`src/cache_geom_pkg.sv`:
```
// address and data geometry shared by every cache block
// a request address splits as {tag, index, word select, byte offset}
// the index width depends on the set count and is derived in each module
package cache_geom_pkg;

	// width of one data or address word
	localparam int word_bits = 32;

	// one data word, also used for byte addresses
	typedef logic [word_bits-1:0] word_t;

	// byte offset inside a word, always zero on this bus
	localparam int word_off_bits = 2;

	// selects one word inside a block
	localparam int blk_off_bits = 1;

	// words held by one block
	localparam int block_words = 1 << blk_off_bits;

	// block offset width in bytes, handy for address math
	localparam int line_off_bits = blk_off_bits + word_off_bits;

endpackage

```
`src/cache_ctrl_pkg.sv`:
```
// types private to the cache controller and its storage
package cache_ctrl_pkg;

	// controller states
	// idle    serves hits and starts misses or the flush
	// wbN     victim writeback, word 0 then word 1
	// fetchN  block fill, word 0 then word 1
	// flushN  way 0 word 0/1, then way 1 word 0/1, of one set
	// done    flush finished, holds until reset
	typedef enum logic [3:0] {
		idle,
		fetch1,
		fetch2,
		wb1,
		wb2,
		flush1,
		flush2,
		flush3,
		flush4,
		done
	} ctrl_state_t;

	// picks one of the two ways
	typedef logic way_t;

endpackage

```
`src/dcache_array.sv`:
```
// two-way storage: tags, data, valid, dirty and one LRU bit per set
// hit compare on the request address, victim and flush read ports
module dcache_array #(
	parameter int NUM_SETS = 8,
	localparam int idx_bits = $clog2(NUM_SETS),
	localparam int tag_bits = cache_geom_pkg::word_bits - idx_bits
		- cache_geom_pkg::line_off_bits
) (
	input logic CLK,
	input logic nRST,
	input cache_geom_pkg::word_t dmemaddr, // request address from the core
	input logic wr_en, // write the target way this edge
	input logic [cache_geom_pkg::blk_off_bits-1:0] wr_word,
	input cache_geom_pkg::word_t wr_data,
	input logic wr_valid,
	input logic wr_dirty,
	input logic lru_touch, // mark hit way as most recently used
	input logic clear, // drop every line and LRU bit
	input logic [idx_bits-1:0] flush_idx,
	input cache_ctrl_pkg::way_t flush_way,
	output logic hit, // raw: tag match and valid only
	output cache_geom_pkg::word_t hit_word,
	output logic [tag_bits-1:0] victim_tag,
	output logic victim_valid,
	output logic victim_dirty,
	output cache_geom_pkg::word_t victim_word0,
	output cache_geom_pkg::word_t victim_word1,
	output logic [tag_bits-1:0] flush_tag,
	output logic flush_dirty,
	output cache_geom_pkg::word_t flush_word0,
	output cache_geom_pkg::word_t flush_word1
);
	import cache_geom_pkg::*;
	import cache_ctrl_pkg::*;

	// line storage, tags and data carry no reset
	logic [tag_bits-1:0] tags [2][NUM_SETS];
	word_t data [2][NUM_SETS][block_words];
	logic [NUM_SETS-1:0] valid [2];
	logic [NUM_SETS-1:0] dirty [2];
	logic [NUM_SETS-1:0] lru; // way to evict next in each set

	// request address fields
	logic [tag_bits-1:0] req_tag;
	logic [idx_bits-1:0] req_idx;
	logic [blk_off_bits-1:0] req_word;

	logic [1:0] match; // per-way tag hit
	way_t hit_way;
	way_t victim_way;
	way_t tgt_way; // way written on wr_en

	assign req_tag = dmemaddr[word_bits-1 -: tag_bits];
	assign req_idx = dmemaddr[line_off_bits +: idx_bits];
	assign req_word = dmemaddr[word_off_bits +: blk_off_bits];

	// both ways compared in parallel
	assign match[0] = valid[0][req_idx] && (tags[0][req_idx] == req_tag);
	assign match[1] = valid[1][req_idx] && (tags[1][req_idx] == req_tag);
	assign hit = |match;
	assign hit_way = match[1]; // way 0 unless way 1 matched

	// hit way while it hits, otherwise the LRU way gets filled
	assign victim_way = lru[req_idx];
	assign tgt_way = hit ? hit_way : victim_way;

	// load data, meaningful only while hit is high
	assign hit_word = data[hit_way][req_idx][req_word];

	// victim line read out for writeback
	assign victim_tag = tags[victim_way][req_idx];
	assign victim_valid = valid[victim_way][req_idx];
	assign victim_dirty = dirty[victim_way][req_idx];
	assign victim_word0 = data[victim_way][req_idx][0];
	assign victim_word1 = data[victim_way][req_idx][1];

	// flush port, addressed by the controller counter
	assign flush_tag = tags[flush_way][flush_idx];
	assign flush_dirty = valid[flush_way][flush_idx] && dirty[flush_way][flush_idx];
	assign flush_word0 = data[flush_way][flush_idx][0];
	assign flush_word1 = data[flush_way][flush_idx][1];

	// line state and LRU bits
	always_ff @(posedge CLK, negedge nRST) begin
		if (!nRST) begin
			valid <= '{default: '0};
			dirty <= '{default: '0};
			lru <= '0;
		end else if (clear) begin
			// end of flush, everything back to empty
			valid <= '{default: '0};
			dirty <= '{default: '0};
			lru <= '0;
		end else begin
			if (wr_en) begin
				valid[tgt_way][req_idx] <= wr_valid;
				dirty[tgt_way][req_idx] <= wr_dirty;
			end
			if (lru_touch) begin
				lru[req_idx] <= ~hit_way; // the other way is now oldest
			end
		end
	end

	// tag and one data word per write
	always_ff @(posedge CLK) begin
		if (wr_en) begin
			tags[tgt_way][req_idx] <= req_tag;
			data[tgt_way][req_idx][wr_word] <= wr_data;
		end
	end

endmodule

```
`src/dcache_ctrl.sv`:
```
// cache controller FSM
// serves hits in idle, runs writeback and fill on a miss,
// walks every set on halt and writes the dirty words back
module dcache_ctrl #(
	parameter int NUM_SETS = 8,
	localparam int idx_bits = $clog2(NUM_SETS),
	localparam int tag_bits = cache_geom_pkg::word_bits - idx_bits
		- cache_geom_pkg::line_off_bits
) (
	input logic CLK,
	input logic nRST,
	input logic dmemREN,
	input logic dmemWEN,
	input cache_geom_pkg::word_t dmemaddr,
	input cache_geom_pkg::word_t dmemstore,
	input logic halt,
	input logic hit,
	input cache_geom_pkg::word_t hit_word,
	input logic [tag_bits-1:0] victim_tag,
	input logic victim_valid,
	input logic victim_dirty,
	input cache_geom_pkg::word_t victim_word0,
	input cache_geom_pkg::word_t victim_word1,
	input logic [tag_bits-1:0] flush_tag,
	input logic flush_dirty,
	input cache_geom_pkg::word_t flush_word0,
	input cache_geom_pkg::word_t flush_word1,
	input logic dwait,
	input cache_geom_pkg::word_t dload,
	output logic dhit,
	output cache_geom_pkg::word_t dmemload,
	output logic flushing,
	output logic flushed,
	output logic dREN,
	output logic dWEN,
	output cache_geom_pkg::word_t daddr,
	output cache_geom_pkg::word_t dstore,
	output logic wr_en,
	output logic [cache_geom_pkg::blk_off_bits-1:0] wr_word,
	output cache_geom_pkg::word_t wr_data,
	output logic wr_valid,
	output logic wr_dirty,
	output logic lru_touch,
	output logic clear,
	output logic [idx_bits-1:0] flush_idx,
	output cache_ctrl_pkg::way_t flush_way
);
	import cache_geom_pkg::*;
	import cache_ctrl_pkg::*;

	ctrl_state_t state, next_state;

	// request address fields
	logic [tag_bits-1:0] req_tag;
	logic [idx_bits-1:0] req_idx;
	logic [blk_off_bits-1:0] req_word;

	logic req; // core wants a load or a store
	logic req_hit; // request served this cycle
	logic flush_step; // current flush word done, stored or skipped
	logic last_set;
	logic flush_inc; // advance flush_idx at the edge

	// byte address of one word of a block
	function automatic word_t blk_addr(
		input logic [tag_bits-1:0] tag,
		input logic [idx_bits-1:0] idx,
		input logic [blk_off_bits-1:0] wsel
	);
		return {tag, idx, wsel, {word_off_bits{1'b0}}};
	endfunction

	assign req_tag = dmemaddr[word_bits-1 -: tag_bits];
	assign req_idx = dmemaddr[line_off_bits +: idx_bits];
	assign req_word = dmemaddr[word_off_bits +: blk_off_bits];

	assign req = dmemREN || dmemWEN;

	// halt wins over any request in the same cycle
	assign req_hit = (state == idle) && !halt && req && hit;
	assign dhit = req_hit;
	assign dmemload = hit_word; // array already picked the hit way
	assign lru_touch = req_hit; // loads and stores both count as use

	// flush status seen by the core
	assign flushing = ((state == idle) && halt)
		|| (state inside {flush1, flush2, flush3, flush4});
	assign flushed = (state == done);
	assign clear = (state == done); // tables wiped while parked in done

	// flush1/2 read way 0, flush3/4 read way 1
	assign flush_way = way_t'((state == flush3) || (state == flush4));

	// clean lines are skipped in one cycle each
	assign flush_step = !dwait || !flush_dirty;
	assign last_set = (flush_idx == idx_bits'(NUM_SETS - 1));

	// next state
	always_comb begin
		next_state = state;
		flush_inc = 1'b0;
		case (state)
			idle: begin
				if (halt) begin
					next_state = flush1;
				end else if (req && !hit) begin
					// dirty victim goes out before the fill
					if (victim_valid && victim_dirty) begin
						next_state = wb1;
					end else begin
						next_state = fetch1;
					end
				end
			end
			wb1: if (!dwait) next_state = wb2;
			wb2: if (!dwait) next_state = fetch1;
			fetch1: if (!dwait) next_state = fetch2;
			fetch2: if (!dwait) next_state = idle; // request hits next cycle
			flush1: if (flush_step) next_state = flush2;
			flush2: if (flush_step) next_state = flush3;
			flush3: if (flush_step) next_state = flush4;
			flush4: begin
				if (flush_step) begin
					flush_inc = 1'b1;
					next_state = last_set ? done : flush1;
				end
			end
			done: next_state = done; // only reset leaves
			default: next_state = idle;
		endcase
	end

	// memory side and array write port
	always_comb begin
		dREN = 1'b0;
		dWEN = 1'b0;
		daddr = '0;
		dstore = '0;
		wr_en = 1'b0;
		wr_word = req_word;
		wr_data = dmemstore;
		wr_valid = 1'b1;
		wr_dirty = 1'b0;
		case (state)
			idle: begin
				// write hit, line becomes dirty
				if (req_hit && dmemWEN) begin
					wr_en = 1'b1;
					wr_dirty = 1'b1;
				end
			end
			wb1: begin
				dWEN = 1'b1;
				daddr = blk_addr(victim_tag, req_idx, blk_off_bits'(0));
				dstore = victim_word0;
			end
			wb2: begin
				dWEN = 1'b1;
				daddr = blk_addr(victim_tag, req_idx, blk_off_bits'(1));
				dstore = victim_word1;
			end
			fetch1: begin
				dREN = 1'b1;
				daddr = blk_addr(req_tag, req_idx, blk_off_bits'(0));
				// new tag goes in now, line stays invalid until word 1
				wr_en = 1'b1;
				wr_word = blk_off_bits'(0);
				wr_data = dload;
				wr_valid = 1'b0;
			end
			fetch2: begin
				dREN = 1'b1;
				daddr = blk_addr(req_tag, req_idx, blk_off_bits'(1));
				wr_en = 1'b1;
				wr_word = blk_off_bits'(1);
				wr_data = dload;
				wr_valid = !dwait; // valid only with the last word in hand
			end
			flush1, flush3: begin
				dWEN = flush_dirty; // clean lines never reach memory
				daddr = blk_addr(flush_tag, flush_idx, blk_off_bits'(0));
				dstore = flush_word0;
			end
			flush2, flush4: begin
				dWEN = flush_dirty;
				daddr = blk_addr(flush_tag, flush_idx, blk_off_bits'(1));
				dstore = flush_word1;
			end
			default: begin
			end
		endcase
	end

	// state register
	always_ff @(posedge CLK, negedge nRST) begin
		if (!nRST) begin
			state <= idle;
		end else begin
			state <= next_state;
		end
	end

	// flush set counter, steps once per finished set
	always_ff @(posedge CLK, negedge nRST) begin
		if (!nRST) begin
			flush_idx <= '0;
		end else if (flush_inc) begin
			flush_idx <= flush_idx + 1'b1;
		end
	end

endmodule

```
`src/dcache_top.sv`:
```
// two-way write-back data cache
// core side: level requests answered by dhit
// memory side: dREN/dWEN levels held while dwait is high
module dcache_top #(
	parameter int NUM_SETS = 8 // power of two, two or more
) (
	input logic CLK,
	input logic nRST,
	input logic dmemREN,
	input logic dmemWEN,
	input cache_geom_pkg::word_t dmemaddr,
	input cache_geom_pkg::word_t dmemstore,
	input logic halt,
	output logic dhit,
	output cache_geom_pkg::word_t dmemload,
	output logic flushing,
	output logic flushed,
	output logic dREN,
	output logic dWEN,
	output cache_geom_pkg::word_t daddr,
	output cache_geom_pkg::word_t dstore,
	input logic dwait,
	input cache_geom_pkg::word_t dload
);
	import cache_geom_pkg::*;
	import cache_ctrl_pkg::*;

	localparam int idx_bits = $clog2(NUM_SETS);
	localparam int tag_bits = word_bits - idx_bits - line_off_bits;

	// controller to array
	logic wr_en;
	logic [blk_off_bits-1:0] wr_word;
	word_t wr_data;
	logic wr_valid;
	logic wr_dirty;
	logic lru_touch;
	logic clear;
	logic [idx_bits-1:0] flush_idx;
	way_t flush_way;

	// array to controller
	logic hit;
	word_t hit_word;
	logic [tag_bits-1:0] victim_tag;
	logic victim_valid;
	logic victim_dirty;
	word_t victim_word0;
	word_t victim_word1;
	logic [tag_bits-1:0] flush_tag;
	logic flush_dirty;
	word_t flush_word0;
	word_t flush_word1;

	// all port names match the nets above
	dcache_array #(
		.NUM_SETS(NUM_SETS)
	) u_array (.*);

	dcache_ctrl #(
		.NUM_SETS(NUM_SETS)
	) u_ctrl (.*);

endmodule

```
`config.mk`:
```
export PLATFORM = sky130hd
export DESIGN_NAME = dcache_top
export DESIGN_NICKNAME = d
export VERILOG_FILES = /design/src/cache_geom_pkg.sv /design/src/cache_ctrl_pkg.sv /design/src/dcache_array.sv /design/src/dcache_ctrl.sv /design/src/dcache_top.sv
export SDC_FILE = /design/constraint.sdc
export NUM_CORES = 2
export LEC_CHECK = 0
export BUFFER_PORTS_ARGS = -buffer_cell sky130_fd_sc_hd__buf_2
export CAP_MARGIN = 5
export CORE_UTILIZATION = 60
export DETAILED_ROUTE_END_ITERATION = 12
export PLACE_DENSITY = 0.77
export RECOVER_POWER = 100
export SLEW_MARGIN = 25
export SYNTH_ARGS = -nofsm -noshare
export SYNTH_HDL_FRONTEND = slang
export SYNTH_SLANG_ARGS = --single-unit
export TNS_END_PERCENT = 20
```
`constraint.sdc`:
```
create_clock -name CLK -period 5.4 [get_ports CLK]
set_input_delay 0.54 -clock CLK [delete_from_list [all_inputs] [get_ports CLK]]
set_output_delay 0.54 -clock CLK [all_outputs]
set_load 0.005 [all_outputs]
```
# == Yosys cells after proc, flatten, opt, wreduce, memory -nomap -nowiden ==
# Memories as Yosys holds them, arrays and structs flattened.
# Cells that the tools add are included.
# classes
eq_ne,21
add_sub_neg,1
n_bitwise,8
reduce_logical,33
order_cmp,13
n_mux,98
# op_table
op,count
binary-select mux 64 bit (select 3 bit),3
2-to-1 mux 512 bit,1
2-to-1 mux 64 bit,7
binary-select mux 26 bit (select 3 bit),4
2-to-1 mux 26 bit,9
2-to-1 mux 208 bit,1
demux 64 bit (select 3 bit),1
case mux 32 bit (6 select lines),1
2-to-1 mux 32 bit,5
case mux 32 bit (4 select lines),1
2-to-1 mux 8 bit,15
demux 26 bit (select 3 bit),1
2-to-1 mux 16 bit,4
== test 26 bit,2
2-to-1 mux 4 bit,11
case mux 4 bit (10 select lines),1
bitwise mux 16 bit,2
demux 32 bit (select 1 bit),1
binary-select mux 1 bit (select 3 bit),7
"== test 4 x 3 -> 1 bit, second input constant",4
2-to-1 mux 1 bit,15
logical AND 1 bit,14
">= comparator 2 bit, second input constant",5
inverter 1 -> 2 bit,5
other kinds (28),54
# word_totals
input_bits,102
ff_bits,47
mem_count,2
out_inout_bits,101
mem_bits_rw,1440
word_cells,183
# memory_table
name,words,width,rd,rd_ports_with_merged_regs,write_ports,line_no,rtl
u_array.data,2,512,3,0,1,dcache_array.sv:38,word_t data [2][NUM_SETS][block_words];
u_array.tags,2,208,4,0,1,dcache_array.sv:37,logic [tag_bits-1:0] tags [2][NUM_SETS];

# == Depth between registers and ports, before layout ==
# depth
word_depth,16
mapped_depth,21
depth_no_buf,11

# == Cells and area by module ==
# From an unflattened synthesis, not the netlist that was laid out.
# hier_totals
hier_cells,4425
hier_area_um2,79182.2
# by_module_without_submodules
mod,area_per_inst_um2,instances,cells_per_inst
dcache_array,76701.1,1,4066
dcache_ctrl,2481.1,1,359

# == Least setup slack after synthesis ==
# No wires, ideal clock.
# synth_path
path_kind,input to register
from,in dmemaddr[3]
to,"mem u_array.data[0][160] (netlist name), enable pin"
stages,15
setup_ns,0.421
arrival_time_ns,4.892
slack_ns,0.087
path_buffers,5
cell_sequence,buf_6 buf_6 buf_6 buf_2 mux2i_1 o22ai_1 or3_1 a221oi_2 nand4_1 nor4_4 o21ai_2 or3_1 a21o_1 clkbuf_1 nor2_1
# synth_between
elab_chain_len,13
# synth_lines
element,line_no,rtl
start: declaration,dcache_top.sv:11,"input cache_geom_pkg::word_t dmemaddr,"
inverter 3 -> 4 bit (not written as such),"dcache_array.sv:58, dcache_array.sv:59, dcache_array.sv:109",
"binary-select mux 26 bit (select 3 bit), on equally long branches","dcache_array.sv:59, dcache_array.sv:58",
"2-to-1 mux 26 bit, on equally long branches (2 in a row)","dcache_array.sv:59, dcache_array.sv:58",
"== test 26 bit, on equally long branches","dcache_array.sv:59, dcache_array.sv:58",
"logical AND 1 bit, on equally long branches","dcache_array.sv:59, dcache_array.sv:58",
OR reduction 2 bit,dcache_array.sv:60,assign hit = |match;
logical AND 1 bit,dcache_ctrl.sv:80,assign req_hit = (state == idle) && !halt && req && hit;
logical AND 1 bit,dcache_ctrl.sv:147,if (req_hit && dmemWEN) begin
2-to-1 mux 1 bit,dcache_ctrl.sv:147,
case mux 1 bit (2 select lines),dcache_ctrl.sv:144,case (state)
2-to-1 mux 1 bit,dcache_array.sv:107,if (wr_en) begin
2-to-1 mux 512 bit (not written as such),dcache_array.sv:109,data[tgt_way][req_idx][wr_word] <= wr_data;
end: declaration,dcache_array.sv:38,
# Several ways; a longest one is shown, not always the timed one. The select of a mux whose other input is x is not followed.

==> metrics.yaml <==
synthesis:
  yosysTopAreaCellShare_pct: 55.04
  syn_area_mm2: 0.07856
  synth_edf_count: 1440
  yosysUniqueCellTypes: 72
  ys_top_cells_by_area: "edfxtp_1 (55%), mux4_2 (23%), mux2i_1 (4.2%)"
  synth_seq_area_share_pct: 56.54
  ys_ff_latch: 1487
  netlist_instances: 4908
  yosysTopAreaCell: "edfxtp_1"
  ys.flop_type: "edfxtp_1"
  ys_top_cells_by_count: "edfxtp_1 (1440), mux4_2 (809), nand2_1 (600)"
  ys_warn_count: 0
  yosysMostFrequentCell: "edfxtp_1"
  syn_area_per_cell_um2: 16.01
  async_flop_share_pct: 3.161
clock_tree:
  cts_tree: "yes"
  cts_buffer_depth: 3
  path_clk_slew_ps: 60
  cts_buffers: 157
  root_buffer: "clkbuf_16"
  cts_sinks: 1487
  h-tree-depth: 4
  clk_latency_ps: 840
floorplanning:
  start_util_pct: 60.60
  die_h_um: 363.9
  fp.dieW_um: 363.9
  row_count: 132
  io_pins: 203
  core_mm2: 0.1296
  die_area_mm2: 0.1324
setup_path:
  worstPathArrival_ps: 4960
  crit_fanout: 8
  r2r-end: "u_array.data[0][397]$_DFFE_PP_"
  r2r_cells: 16
  critPathKind: "register to output pin"
  worstReg2RegStart: "u_array.tags[1][116]$_DFFE_PP_"
  crit_path_start_kind: "register"
  reg2reg_slack_ps: 800
  required_ps: 4860
  end_kind: "output pin"
pwr:
  finalPower_uw: 37070
  p_leak_uw: 0.02877
  power.density_mw_per_mm2: 406.4
  ir_worst_vdd_v: 0.0005009
timing:
  fmax_ghz: 0.1820
  worstMarginPinSlew_ps: 2758
  rsz0062_at_grt: "true"
  worst_slack_ps: -95.83
  setup_viol: 9
  hold_violations: 0
  fin_crit_ps: 5496
  maxSlewHeadroom_pct: -83.86
  slew_viol_final: 48
  tns_ps: -369.4
  period_share_pct: 101.8
  skew_ps: 44.20
cells_and_area:
  final_nets: 5356
  layout.area.seq_mm2: 0.04443
  multi_input_area_mm2: 0.03307
  fill_cells: 7900
  synthToLayoutAreaGrowth_pct: 16.10
  drive_gt1_share_pct: 35.29
route:
  wire_per_inst_um: 37.66
  avgViaCountPerCell: 7.853
  vias: 56030
  drt_iter0_drc: 11050
  dr.pass1.iters: 6
  ant_nets: 0
  drt-total-wl_mm: 268.7
  route.detailed.drc: 0
worst_hold_path:
  whs_path_depth: 1
  worstHoldStart: "dmemaddr[25]"
  hold_path.class: "input pin to register"
  holdPathEnd: "u_array.tags[0][97]$_DFFE_PP_"
global_routing:
  grt_use_total_pct: 40.20
  grt_max_degree: 127
  antenna_found_initial: 9
  overflow: 0
  grt_pass1_vias: 54430
  grt_pass1_wl_mm: 376.9
run_status:
  outcome: "finished with violations"
  violations: "capacitance limit, slew limit, setup timing"
placement:
  numPortBuffers: 198
  dp_hpwl_mm: 152.9
  gp_congestion: 0.8945
flow_run:
  drv_cap: 1
final cells by class:
cell class                 instances  share of cell area [%]
inverter                          22                 0.09465
tap                             1742                   2.390
clock buffer                     183                   4.506
multi-input combinational       2976                   36.26
timing repair buffer             608                   6.783
sequential                      1487                   48.71
antenna                           14                 0.03841
clock inverter                   103                   1.217
registers in the layout (all words and copies together), names as in the netlist:
register	count
u_array.data	1024
u_array.tags	416
u_array.dirty	16
u_array.valid	16
u_array.lru	8
u_ctrl.state	4
u_ctrl.flush_idx	3
what timing repair did:
item                                    in CTS  in global routing
setup buffers                                0                 42
endpoints found under the hold margin       47                  0
pin swaps                                    0                 19
gates cloned                                 0                  9
hold buffers                                 1                  0
endpoints found under the setup margin      34                 58
gates resized for setup                     16                111
how the worst max path moves through the flow:
stage,from,end
after detailed placement,dmemaddr[3],dmemload[23]
after floorplan,dmemaddr[3],u_array.data[0][160]$_DFFE_PP_
after global placement,dmemaddr[3],dmemload[19]
after global routing,u_array.tags[1][116]$_DFFE_PP_,dmemload[18]
after CTS,u_array.tags[1][19]$_DFFE_PP_,dmemload[18]
final,u_array.tags[1][116]$_DFFE_PP_,dmemload[18]
through the flow:
step	hold WS [ps]	cells	worst slack, ps	util, %	area, um2
after floorplan	244.4	4909	86.95	-	78570
after global placement	506.8	6782	69.28	65.40	84790
after detailed placement	519.1	6783	23.00	65.42	84820
after CTS	111.0	7070	-23.00	69.52	90140
after global routing	157.8	7127	-145.8	70.34	91190
final	149.4	7135	-95.83	70.35	91210
where the power goes:
part	switching, uW	internal, uW
combinational	6700	4030
sequential	442	14700
clock	4760	6390
total	11900	25200
per-layer routing:
| metal | vias up | GRT usage, % | share of wire (%) |
|---|---|---|---|
| met4 | 8 | 23.75 | 6.6 |
| met1 | 27800 | 53.40 | 32 |
| li1 | 21220 | - | - |
| met5 | - | 0 | 0.085 |
| met3 | 1208 | 14.06 | 17 |
| met2 | 5791 | 57.73 | 44 |
cell usage in the layout, fill, tap and decap left out, types with 18 or more instances in the layout:
cell type     n
o21ai_0      78
nor3_1       32
clkbuf_16   169
edfxtp_1   1440
dfrtp_1      42
nor2_4       55
clkinv_1     24
a21oi_2      23
o31ai_1      18
xnor2_1      28
clkbuf_1     49
buf_4       238
nor2_1       67
nand4_1      28
a211oi_1     19
buf_2       167
a31oi_1      47
o22ai_1      90
a211oi_2     24
mux2i_1     326
buf_12      138
a21oi_1      88
bufinv_16    19
a22oi_1      52
a32oi_1      23
mux4_2      809
o221ai_1     57
o22a_1       30
inv_1        19
mux2_2       90
nand2_1     590
o211ai_1     30
clkinv_2     31
nand3_1     162
critical path: stages, from the launching register on:
cell       delay (ps)
edfxtp_1          410
mux4_2            530
mux2i_4           200
xor2_2            260
o2111ai_2         210
nor4_2            250
buf_4             180
and4_4            350
buf_12            170
buf_12            150
buf_12            140
buf_12            120
buf_4             120
mux2i_1           230
o22a_1            180
o21ai_0           140
a211oi_2          230
a21oi_2            90
buf_2             160
kinds of logic after synthesis:
family	count (synthesis)	synth area share (%)
compound gates	684	6.073
flops	1487	56.54
other cells	1	0.004773
simple gates	1015	5.582
buf+inv	446	2.590
fa+ha+maj	2	0.03185
xor+xnor	41	0.4571
mux	1232	28.73
(Power assumes the default switching activity.)
